==> config.mk <==
export PLATFORM = sky130hd
export DESIGN_NAME = word_merger
export DESIGN_NICKNAME = d
export VERILOG_FILES = /design/src/daq_pkg.sv /design/src/word_merger.sv
export SDC_FILE = /design/constraint.sdc
export NUM_CORES = 1
export LEC_CHECK = 0
export ABC_AREA = 1
export BUFFER_PORTS_ARGS = -buffer_cell sky130_fd_sc_hd__buf_2
export CAP_MARGIN = 40
export CORE_UTILIZATION = 44
export CTS_CLUSTER_SIZE = 24
export DETAILED_ROUTE_END_ITERATION = 10
export HOLD_SLACK_MARGIN = 0.06
export PLACE_DENSITY = 0.89
export SLEW_MARGIN = 40
export SYNTH_ARGS = -nofsm -noshare
export SYNTH_HDL_FRONTEND = slang
export SYNTH_SLANG_ARGS = --single-unit
==> constraint.sdc <==
create_clock -name BUS_CLK -period 5.2 [get_ports BUS_CLK]
set_clock_uncertainty 0.1 [all_clocks]
set_input_delay 1.04 -clock BUS_CLK [delete_from_list [all_inputs] [get_ports BUS_CLK]]
set_output_delay 1.04 -clock BUS_CLK [all_outputs]
set_load 0.05 [all_outputs]
==> src/daq_pkg.sv <==
package daq_pkg;

    // source array shape.
    localparam int n_src      = 4;
    localparam int src_idx_w  = $clog2(n_src);

    // word layout, channel tag above the sequence number.
    localparam int chan_w     = 4;
    localparam int seq_w      = 28;
    localparam int data_w     = chan_w + seq_w;

    // pacing and LED widths.
    localparam int period_w   = 16;
    localparam int led_w      = 8;

    // register window on the bus.
    localparam logic [31:0] base_addr   = 32'h0000_1000;
    localparam logic [31:0] high_addr   = 32'h0000_102F;

    // offsets from base_addr.
    localparam logic [31:0] reg_enable  = 32'h00;  // bit n enables source n.
    localparam logic [31:0] reg_clear   = 32'h04;  // write-only clear strobes.
    localparam logic [31:0] reg_led     = 32'h08;
    localparam logic [31:0] reg_period0 = 32'h10;  // one word per source.
    localparam logic [31:0] reg_sent0   = 32'h20;  // read-only handshake counts.

    // merger handshake states.
    typedef enum logic [1:0] {
        idle,          // slot may take a new word.
        ack_high,      // ack raised, word captured this cycle.
        wait_req_low   // holding ack until the source drops req.
    } merge_state_t;

endpackage
==> src/word_merger.sv <==
module word_merger (
    input  logic                        BUS_CLK,
    input  logic                        rst_n,
    input  logic [daq_pkg::n_src-1:0]   req,
    input  logic [daq_pkg::data_w-1:0]  data [daq_pkg::n_src],
    input  logic                        FIFO_NEXT,
    input  logic                        fifo_full,
    output logic [daq_pkg::n_src-1:0]   ack,
    output logic                        FIFO_WRITE,
    output logic [31:0]                 FIFO_DATA
);

    daq_pkg::merge_state_t            state;
    logic [daq_pkg::src_idx_w-1:0]    ptr;         // first source to look at.
    logic [daq_pkg::src_idx_w-1:0]    sel;         // source being served.
    logic [daq_pkg::n_src-1:0]        ack_r;
    logic                             slot_full;
    logic [daq_pkg::data_w-1:0]       slot_data;

    logic [daq_pkg::src_idx_w-1:0]    grant;
    logic [daq_pkg::src_idx_w-1:0]    cand;
    logic                             grant_valid;
    logic                             fifo_take;

    // round robin, nearest requester at or after ptr wins.
    always_comb begin
        grant_valid = 1'b0;
        grant       = ptr;
        cand        = ptr;
        for (int k = daq_pkg::n_src - 1; k >= 0; k--) begin
            cand = ptr + daq_pkg::src_idx_w'(k);
            if (req[cand]) begin
                grant_valid = 1'b1;
                grant       = cand;
            end
        end
    end

    assign fifo_take = slot_full && FIFO_NEXT && !fifo_full;

    always_ff @(posedge BUS_CLK or negedge rst_n) begin
        if (!rst_n) begin
            state     <= daq_pkg::idle;
            ptr       <= '0;
            sel       <= '0;
            ack_r     <= '0;
            slot_full <= 1'b0;
        end else begin
            if (fifo_take) begin
                slot_full <= 1'b0;  // word handed to the FIFO.
            end
            case (state)
                daq_pkg::idle: begin
                    if (grant_valid && !slot_full) begin
                        sel          <= grant;
                        ptr          <= grant + 1'b1;
                        ack_r[grant] <= 1'b1;
                        state        <= daq_pkg::ack_high;
                    end
                end
                daq_pkg::ack_high: begin
                    slot_full <= 1'b1;  // data still held by the source.
                    state     <= daq_pkg::wait_req_low;
                end
                daq_pkg::wait_req_low: begin
                    if (!req[sel]) begin
                        ack_r[sel] <= 1'b0;
                        state      <= daq_pkg::idle;
                    end
                end
                default: state <= daq_pkg::idle;
            endcase
        end
    end

    // payload register, captured while the source still holds req.
    always_ff @(posedge BUS_CLK) begin
        if (state == daq_pkg::ack_high) begin
            slot_data <= data[sel];
        end
    end

    assign ack        = ack_r;
    assign FIFO_WRITE = fifo_take;
    assign FIFO_DATA  = slot_data;

    for (genvar g = 0; g < daq_pkg::n_src; g++) begin : g_chk
        // only a requesting source gets acked.
        a_ack_on_req: assert property (
            @(posedge BUS_CLK) disable iff (!rst_n)
            $rose(ack[g]) |-> req[g]
        );
    end

    a_no_write_full: assert property (
        @(posedge BUS_CLK) disable iff (!rst_n)
        FIFO_WRITE |-> !fifo_full
    );

endmodule

==> run metrics <==
Initial DRC Count 131; Max Buffers Root-to-Sink 2; Slew HR 0.583; Setup crit end FIFO_WRITE; reg2reg path depth 9; Max Freq around 380 MHz; row count 26; critical path endpoint category output port; Die Y roughly 76 um; Yosys reg bits 43; Filler cells approximately 440; H-tree depth 2; PwrDens 621 mW/mm2; Critical Path RT 4.06 ns; detail-routed net length per standard cell between 10 and 15 um; Num CTS Buffers 5; initial antenna violation count 0; Worst Path Max Fanout 2; CTS clk-pin slew, worst paths approximately 0.080 ns; grt ovf 0; Leak 1.78 nW; crit path kind in2out; Final setup violation count 0; hold_buf cts 0; worst r2r dst ack[2]; Die X roughly 76 um; CTS tree yes; crit path DAT 1.52 ns; flop-to-flop setup slack approximately 3 ns; Max-cap violations 0; synthesized instance count around 270; vias in the first global route between 2,000 and 3,000; fin. max-slew vios 0; Worst Hold Class reg2reg; synthesized area 0.00242 mm2; Root Driver clkbuf_8; vias between 2,000 and 3,000; unique cell type count in the Yosys netlist 20; post-CTS setup buffer count 0; Detailed Route WL between 7 and 8 mm; period utilization 0.512; Final nets slightly below 600; worst skew pair latency 0.29 ns; post-CTS sizing 0; First-pass DRT Iterations 4; total global routing track utilization 0.245; HPWL Detailed 5.54 mm; CP startpoint FIFO_NEXT; Synthesis Warnings 0; ant diodes 0; final setup margin 2.54 ns; drc violations 0; Post-Syn Nets 408; outcome completed; worst reg2reg startpoint sel[0]; I/O pins 173; RSZ-0062 raised after global routing no; Setup TNS Final 0 ns; sequential area share after synthesis 0.511; Mapped Avg Cell Area around 9 um2; Final min period roughly 2.7 ns; Post-DRT Antenna Nets 0; dpl ws 2.54 ns; worst slew pin tran ~0.63 ns; layout cells sized above 1 0.480; first-pass GRT wire length about 11 mm; Initial Util 0.465; CTS sink cnt 43; placer congestion estimate 0.884; startpoint types input pin; synth-to-layout area growth 43.2%; Vias/cell between 5 and 6; die area between 0.005 and 0.006 mm2; largest net degree at the start of global routing 34; core area between 0.005 and 0.006 mm2; worst ir drop on vdd 0.000382 V; I/O Buffers 172; final hold violation count 0
-- metrics by stage --
| stage | hold WS (ns) | total power [W] | instance area [um2] | cells | util |
|---|---|---|---|---|---|
| after floorplan | 0.411 | 0.00163 | 2420 | 272 | - |
| after global placement | 0.361 | 0.00191 | 3350 | 504 | 0.644 |
| after detailed placement | 0.373 | 0.00196 | 3380 | 506 | 0.650 |
| after CTS | 0.406 | 0.00216 | 3470 | 514 | 0.666 |
| after global routing | 0.429 | 0.00231 | 3470 | 514 | 0.666 |
| final | 0.404 | 0.00215 | 3470 | 514 | 0.666 |
-- registers in the layout (all words and copies together) (netlist names) --
| signal | cells |
|---|---|
| state | 2 |
| ack | 4 |
| sel | 2 |
| FIFO_DATA | 32 |
| slot_full | 1 |
| ptr | 2 |
-- placed cells by master, fill, tap and decap left out, drive strengths merged, types with 3 or more instances in the layout --
master | synthesis | routed
buf | 1 | 177
nand4 | 3 | 3
nand2 | 103 | 103
a22oi | 53 | 53
o21ai | 6 | 6
edfxtp | 32 | 32
clkbuf | 12 | 6
dfrtp | 11 | 11
inv | 21 | 21
nor2 | 9 | 9
nand3 | 19 | 19
-- critical path: stages --
cell and delay [ns]:
buf_2 0.07, nand2_1 0.04, nor2_1 0.10, buf_2 0.27
-- synth_stat cells --
library cell | instances | share of area
a21oi_1 | 1 | 0.0021
a22oi_1 | 53 | 0.16
buf_6 | 1 | 0.0047
clkbuf_1 | 12 | 0.019
dfrtp_1 | 11 | 0.11
edfxtp_1 | 32 | 0.40
inv_1 | 16 | 0.025
inv_2 | 3 | 0.0047
inv_4 | 1 | 0.0026
inv_6 | 1 | 0.0036
nand2_1 | 85 | 0.13
nand2_2 | 15 | 0.039
nand2_4 | 3 | 0.014
nand3_1 | 19 | 0.039
nand4_1 | 3 | 0.0078
nor2_1 | 8 | 0.012
nor2_4 | 1 | 0.0047
o21a_1 | 1 | 0.0031
o21ai_0 | 3 | 0.0062
o21ai_1 | 3 | 0.0062
-- where the power goes --
group | switching, W | total, W | internal, W
clock | 0.000109 | 0.000203 | 0.0000938
sequential | 0.0000626 | 0.000625 | 0.000562
combinational | 0.000943 | 0.00133 | 0.000382
-- cell families after synthesis --
kind of cell	Yosys count	share of synthesized area
AOI/OAI and AO/OA	61	0.182
buffers and inverters	34	0.0589
DFF	43	0.511
and+or+nand+nor	134	0.249
-- layer usage --
layer | track usage | vias to the layer above | part of all wire
li1 | - | 1302 | -
met1 | 0.274 | 1231 | 0.39
met2 | 0.471 | 144 | 0.52
met3 | 0.0407 | 14 | 0.071
met4 | 0.0788 | 0 | 0.018
met5 | 0 | - | 0
-- area by class of cell --
class                           instances  area [um2]  share of cell area
Clock buffer                            6        72.6              0.0209
Clock inverter                          2        12.5             0.00361
Inverter                               21        86.3              0.0249
Multi-Input combinational cell        195        1060               0.305
Sequential cell                        43        1240               0.357
Tap cell                               70        87.6              0.0253
Timing Repair Buffer                  177         913               0.264
-- how the worst min path moves through the flow --
stage | from | endpoint | slack [ns] | cells after the start
after floorplan | state[1] | state[1] | 0.41 | 2
after global placement | ack[0] | ack[0] | 0.36 | 2
after detailed placement | ack[0] | ack[0] | 0.37 | 2
after CTS | ack[0] | ack[0] | 0.41 | 2
after global routing | ack[0] | ack[0] | 0.43 | 2
final | ack[0] | ack[0] | 0.40 | 2
(Power assumes the default switching activity.)
