### src/daq_pkg.sv
package daq_pkg;

    // source array shape.
    localparam int n_src      = 4;
    localparam int src_idx_w  = $clog2(n_src);

    // word layout, channel tag above the sequence number.
    localparam int chan_w     = 4;
    localparam int seq_w      = 28;
    localparam int data_w     = chan_w + seq_w;

    // pacing and LED widths.
    localparam int period_w   = 16;
    localparam int led_w      = 8;

    // register window on the bus.
    localparam logic [31:0] base_addr   = 32'h0000_1000;
    localparam logic [31:0] high_addr   = 32'h0000_102F;

    // offsets from base_addr.
    localparam logic [31:0] reg_enable  = 32'h00;  // bit n enables source n.
    localparam logic [31:0] reg_clear   = 32'h04;  // write-only clear strobes.
    localparam logic [31:0] reg_led     = 32'h08;
    localparam logic [31:0] reg_period0 = 32'h10;  // one word per source.
    localparam logic [31:0] reg_sent0   = 32'h20;  // read-only handshake counts.

    // merger handshake states.
    typedef enum logic [1:0] {
        idle,          // slot may take a new word.
        ack_high,      // ack raised, word captured this cycle.
        wait_req_low   // holding ack until the source drops req.
    } merge_state_t;

endpackage
### src/src_ctrl_if.sv
interface src_ctrl_if;

    logic                          enable;
    logic                          clear;       // one-cycle strobe.
    logic [daq_pkg::period_w-1:0]  period;
    logic [daq_pkg::seq_w-1:0]     sent_count;

    // register side drives the controls and reads back the count.
    modport regs (
        output enable,
        output clear,
        output period,
        input  sent_count
    );

    // source side follows the controls and reports its count.
    modport source (
        input  enable,
        input  clear,
        input  period,
        output sent_count
    );

endinterface

### src/count_source.sv
module count_source #(
    parameter int channel = 0
) (
    input  logic                       BUS_CLK,
    input  logic                       rst_n,
    input  logic                       ack,
    output logic                       req,
    output logic [daq_pkg::data_w-1:0] data,
    src_ctrl_if.source                 ctrl
);

    typedef enum logic [1:0] {
        pace,          // counting down the gap to the next word.
        req_high,      // word offered, waiting for ack.
        wait_ack_low   // req dropped, waiting for ack to fall.
    } src_state_t;

    src_state_t                    state;
    logic [daq_pkg::period_w-1:0]  pace_cnt;
    logic [daq_pkg::seq_w-1:0]     seq_r;
    logic [daq_pkg::seq_w-1:0]     sent_r;

    always_ff @(posedge BUS_CLK or negedge rst_n) begin
        if (!rst_n) begin
            state    <= pace;
            pace_cnt <= '0;
            seq_r    <= '0;
            sent_r   <= '0;
        end else begin
            case (state)
                pace: begin
                    // clear and enable only act between handshakes.
                    if (ctrl.clear) begin
                        seq_r    <= '0;
                        sent_r   <= '0;
                        pace_cnt <= '0;
                    end else if (!ctrl.enable) begin
                        pace_cnt <= '0;
                    end else if (pace_cnt >= ctrl.period) begin
                        state <= req_high;  // word ready.
                    end else begin
                        pace_cnt <= pace_cnt + 1'b1;
                    end
                end
                req_high: begin
                    if (ack) begin
                        state <= wait_ack_low;
                    end
                end
                wait_ack_low: begin
                    if (!ack) begin
                        // handshake done, next word may change now.
                        seq_r    <= seq_r + 1'b1;
                        sent_r   <= sent_r + 1'b1;
                        pace_cnt <= '0;
                        state    <= pace;
                    end
                end
                default: state <= pace;
            endcase
        end
    end

    assign req             = (state == req_high);
    assign data            = {daq_pkg::chan_w'(channel), seq_r};
    assign ctrl.sent_count = sent_r;

    // an offered word is never withdrawn before the merger takes it.
    a_req_hold: assert property (
        @(posedge BUS_CLK) disable iff (!rst_n)
        (req && !ack) |=> req
    );

endmodule

### src/flat_wrapper.sv
// flat-port wrapper written by rule: the top's interface ports become plain ports
module count_source_flat 
#(
    parameter int channel = 0
)
  (BUS_CLK, rst_n, ack, req, data, ctrl_enable, ctrl_clear, ctrl_period, ctrl_sent_count);
  src_ctrl_if ctrl_i ();
  input  logic BUS_CLK;
  input  logic rst_n;
  input  logic ack;
  output logic req;
  output logic [daq_pkg::data_w-1:0] data;
  input wire logic [$bits(ctrl_i.enable)-1:0] ctrl_enable;
  input wire logic [$bits(ctrl_i.clear)-1:0] ctrl_clear;
  input wire logic [$bits(ctrl_i.period)-1:0] ctrl_period;
  output wire logic [$bits(ctrl_i.sent_count)-1:0] ctrl_sent_count;
  assign ctrl_i.enable = ctrl_enable;
  assign ctrl_i.clear = ctrl_clear;
  assign ctrl_i.period = ctrl_period;
  assign ctrl_sent_count = ctrl_i.sent_count;
  count_source #(.channel(channel)) u_core (.BUS_CLK(BUS_CLK), .rst_n(rst_n), .ack(ack), .req(req), .data(data), .ctrl(ctrl_i));
endmodule
### config.mk
export PLATFORM = sky130hd
export DESIGN_NAME = count_source_flat
export DESIGN_NICKNAME = d
export VERILOG_FILES = /design/src/daq_pkg.sv /design/src/src_ctrl_if.sv /design/src/count_source.sv /design/src/flat_wrapper.sv
export SDC_FILE = /design/constraint.sdc
export NUM_CORES = 1
export LEC_CHECK = 0
export BUFFER_PORTS_ARGS = -buffer_cell sky130_fd_sc_hd__buf_2
export CAP_MARGIN = 20
export CORE_UTILIZATION = 40
export DETAILED_ROUTE_END_ITERATION = 16
export PLACE_DENSITY_LB_ADDON = 0.1
export SLEW_MARGIN = 0
export SYNTH_ARGS = -nofsm -noshare
export SYNTH_HDL_FRONTEND = slang
export SYNTH_SLANG_ARGS = --single-unit
### constraint.sdc
create_clock -name BUS_CLK -period 3.2 [get_ports BUS_CLK]
set_input_delay 0.64 -clock BUS_CLK [delete_from_list [all_inputs] [get_ports BUS_CLK]]
set_output_delay 0.64 -clock BUS_CLK [all_outputs]
set_load 0.05 [all_outputs]
==> metrics <==
worst-path maximum fanout=6; count of cell types in the netlist=43; Hold WC Path Type=in2async; Seq cells post-synth=between 70 and 80; Post-CTS Resized=0; r2r startpoint=u_core.pace_cnt[0]; largest net degree at the start of global routing=75; Worst path slowest cell=a2111oi_0; row count=37; vias in the first global route=3454; Worst Max-Slew Pin Slew=between 0.7 and 0.8 ns; setup TNS=0 ns; Antenna diodes=0; met2 Track Usage GR=0.2971; setup slack after layout=0.4980 ns; CP Capture Type=flop; Routed Wire Length=9494 um; 1st-pass router iterations=4; Layout Skew=slightly above 0.01 ns; Mean Syn Cell Area=between 9 and 10 um2; Avg WL per Cell=13.88 um; gr busiest metal=met2; post-DR vias/cell=around 5.3; Post-DRT Antenna Nets=0; Place WS=0.3205 ns; Mapped Cells=approximately 470; most instantiated cells after synthesis=dfrtp_1 (74), nor2_1 (53), nand2_1 (35), inv_1 (27), nand3_1 (25); # setup viols final=0; Post-synth EDFFs=0; Startpoint Class=flop; reg2reg end=u_core.pace_cnt[15]; CTS tree=done; r2r setup slk=0.50 ns; maximum vdd drop=0.2129 mV; top_reg_cell synth=dfrtp_1; area of the mapped netlist=4232 um2; max frequency=370.1 MHz; antenna violations before repair=0; clk root buf=clkbuf_8; Total GRT Usage=0.1873; R2R cell count=8; Max-slew headroom=0.5082; Initial Util=0.4117; number of buffer and inverter stages on the critical path=1; critical path's top delay family=compound AO/OA/AOI/OAI gates; crit path time final=2.702 ns; status=complete, no violations; Critical Path Start=u_core.pace_cnt[0]; hold_buf cts=0; Critical Path AT=2.93 ns; FFs w/ async S/R, synth=1.000; Die Y-Extent=104.9 um; H-tree Lvls=3; Power per Cell Area=around 350 nW/um2; core box area=10280 um2; grt ovf=0; Final Hold Viols=0; critical setup path kind=reg2reg; GR Util met1=0.2594; DRT iter0 DRCs=about 190; fin util=0.4799; share of the synthesized area in the top cell type=0.4376; die area=10990 um2; Tcrit/Tclk final=0.8444; Yosys warnings=0; top-count cell post-synth=dfrtp_1; DR vias=about 3600; fin area=4932 um2; leading area contributor after synthesis=dfrtp_1; share of cells above drive strength 1=0.1989; nets@finish=583; M3 GR Usage=0.04304; Clock Tree Buf Depth=2; DRC Markers=0; Reg clk slew, reported paths=approximately 0.08 ns; CP peak stage delay=0.52 ns; synthesis-to-finish area growth=16.56%; global-route wire length before repair=16710 um; number of CTS-inserted buffers=9; I/O Buffers=77; RSZ-0062 raised after global routing=no; Post-CTS Setup Bufs=0; dpl hpwl=just under 7000 um; critical-path cell list=inv_1 > ha_1 > nand2b_1 > a2111oi_0 > nor4_1 > nor4_4 > o21ai_1 > a221o_1; die width=104.9 um; Placer Congestion=0.7710; max-slew violations=0; Crit path required time=approximately 3.4 ns; register area share after synthesis=0.4376; Ports=82; Leak=between 2 and 2.5 nW; total clock sinks=74; dominant cells by area after synthesis=dfrtp_1 (44%), ha_1 (5.6%), xor2_1 (5.0%), nor2_1 (4.7%), xnor2_1 (3.3%); Max-cap violations=0; Clk Latency, worst-skew pair=0.34 ns; Cell Area, Placed=4751 um2
logic make-up after synthesis:
logic type               Yosys count  share of synthesized area
AO/OA/AOI/OAI                     77                     0.1056
XOR/XNOR                          40                    0.08279
multiplexers                       3                   0.007392
AND/OR/NAND/NOR                  204                     0.2578
adder cells (fa/ha/maj)           19                    0.05618
flip-flops                        74                     0.4376
other                              1                  0.0008862
buffers and inverters             47                    0.05174
per-layer routing:
metal,wire length (um),part of all wire,up-vias
met2,4295,0.45,78
met3,473,0.050,6
li1,-,-,1790
met4,74,0.0078,0
met1,4651,0.49,1736
met5,0,0,-
worst max-delay path by stage:
| stage | end | cells past startpoint | slack (ns) |
|---|---|---|---|
| 6_report | u_core.pace_cnt[15] | 8 | 0.50 |
| 5_1_grt | u_core.pace_cnt[2] | 9 | 0.33 |
| 4_1_cts | u_core.pace_cnt[15] | 8 | 0.53 |
| 3_5_place_dp | u_core.pace_cnt[15] | 8 | 0.32 |
| 3_3_place_gp | u_core.pace_cnt[11] | 8 | 0.32 |
| 2_1_floorplan | u_core.pace_cnt[11] | 7 | 0.71 |
layout make-up:
type	instances	area (um2)
Clock buffer	12	155.1
Clock inverter	4	26.28
Fill cell	1041	5345
Inverter	27	101.3
Multi-Input combinational cell	347	2177
Sequential cell	74	1852
Tap cell	136	170.2
Timing Repair Buffer	84	450.4
stage by stage:
step | hold slack (ns) | std cells | total power, mW
after floorplan | 0.3444 | 468 | 1.012
after global placement | 0.5205 | 668 | 1.055
after detailed placement | 0.5247 | 668 | 1.056
after CTS | 0.3317 | 684 | 1.729
after global routing | 0.3375 | 684 | 1.778
final | 0.2925 | 684 | 1.705
report_power, final:
group	switching (mW)	total [mW]	internal (mW)	leakage [nW]
clock	0.347	0.670	0.323	0.0924
combinational	0.0690	0.0977	0.0287	1.28
sequential	0.00202	0.938	0.936	1.03
state kept, by name, summed over array words and instances, names as in the netlist:
| name | cells |
|---|---|
| u_core.pace_cnt | 16 |
| u_core.ctrl.sent_count | 28 |
| u_core.seq_r | 28 |
| u_core.state | 2 |
cell usage in the layout (no fill, tap or decap), types with 2 or more instances in the layout:
cell      instances
buf_2            77
dfrtp_1          74
nor2_1           53
nand2_1          35
inv_1            27
nand3_1          25
xor2_1           24
o21ai_0          23
a21oi_1          21
nand4_1          19
a31oi_1          19
ha_1             19
or3_1            17
xnor2_1          16
and3_1           14
nor3_1           13
clkbuf_8         11
buf_4             6
nand2b_1          5
nor4_1            4
and4_1            4
conb_1            4
a21o_1            3
nor4_4            3
and2_1            3
o21a_1            2
o22ai_1           2
nor2b_1           2
mux2i_1           2
nor3_2            2
a221o_1           2
clkinv_2          2
No activity file was read; power rests on OpenSTA's default activity.
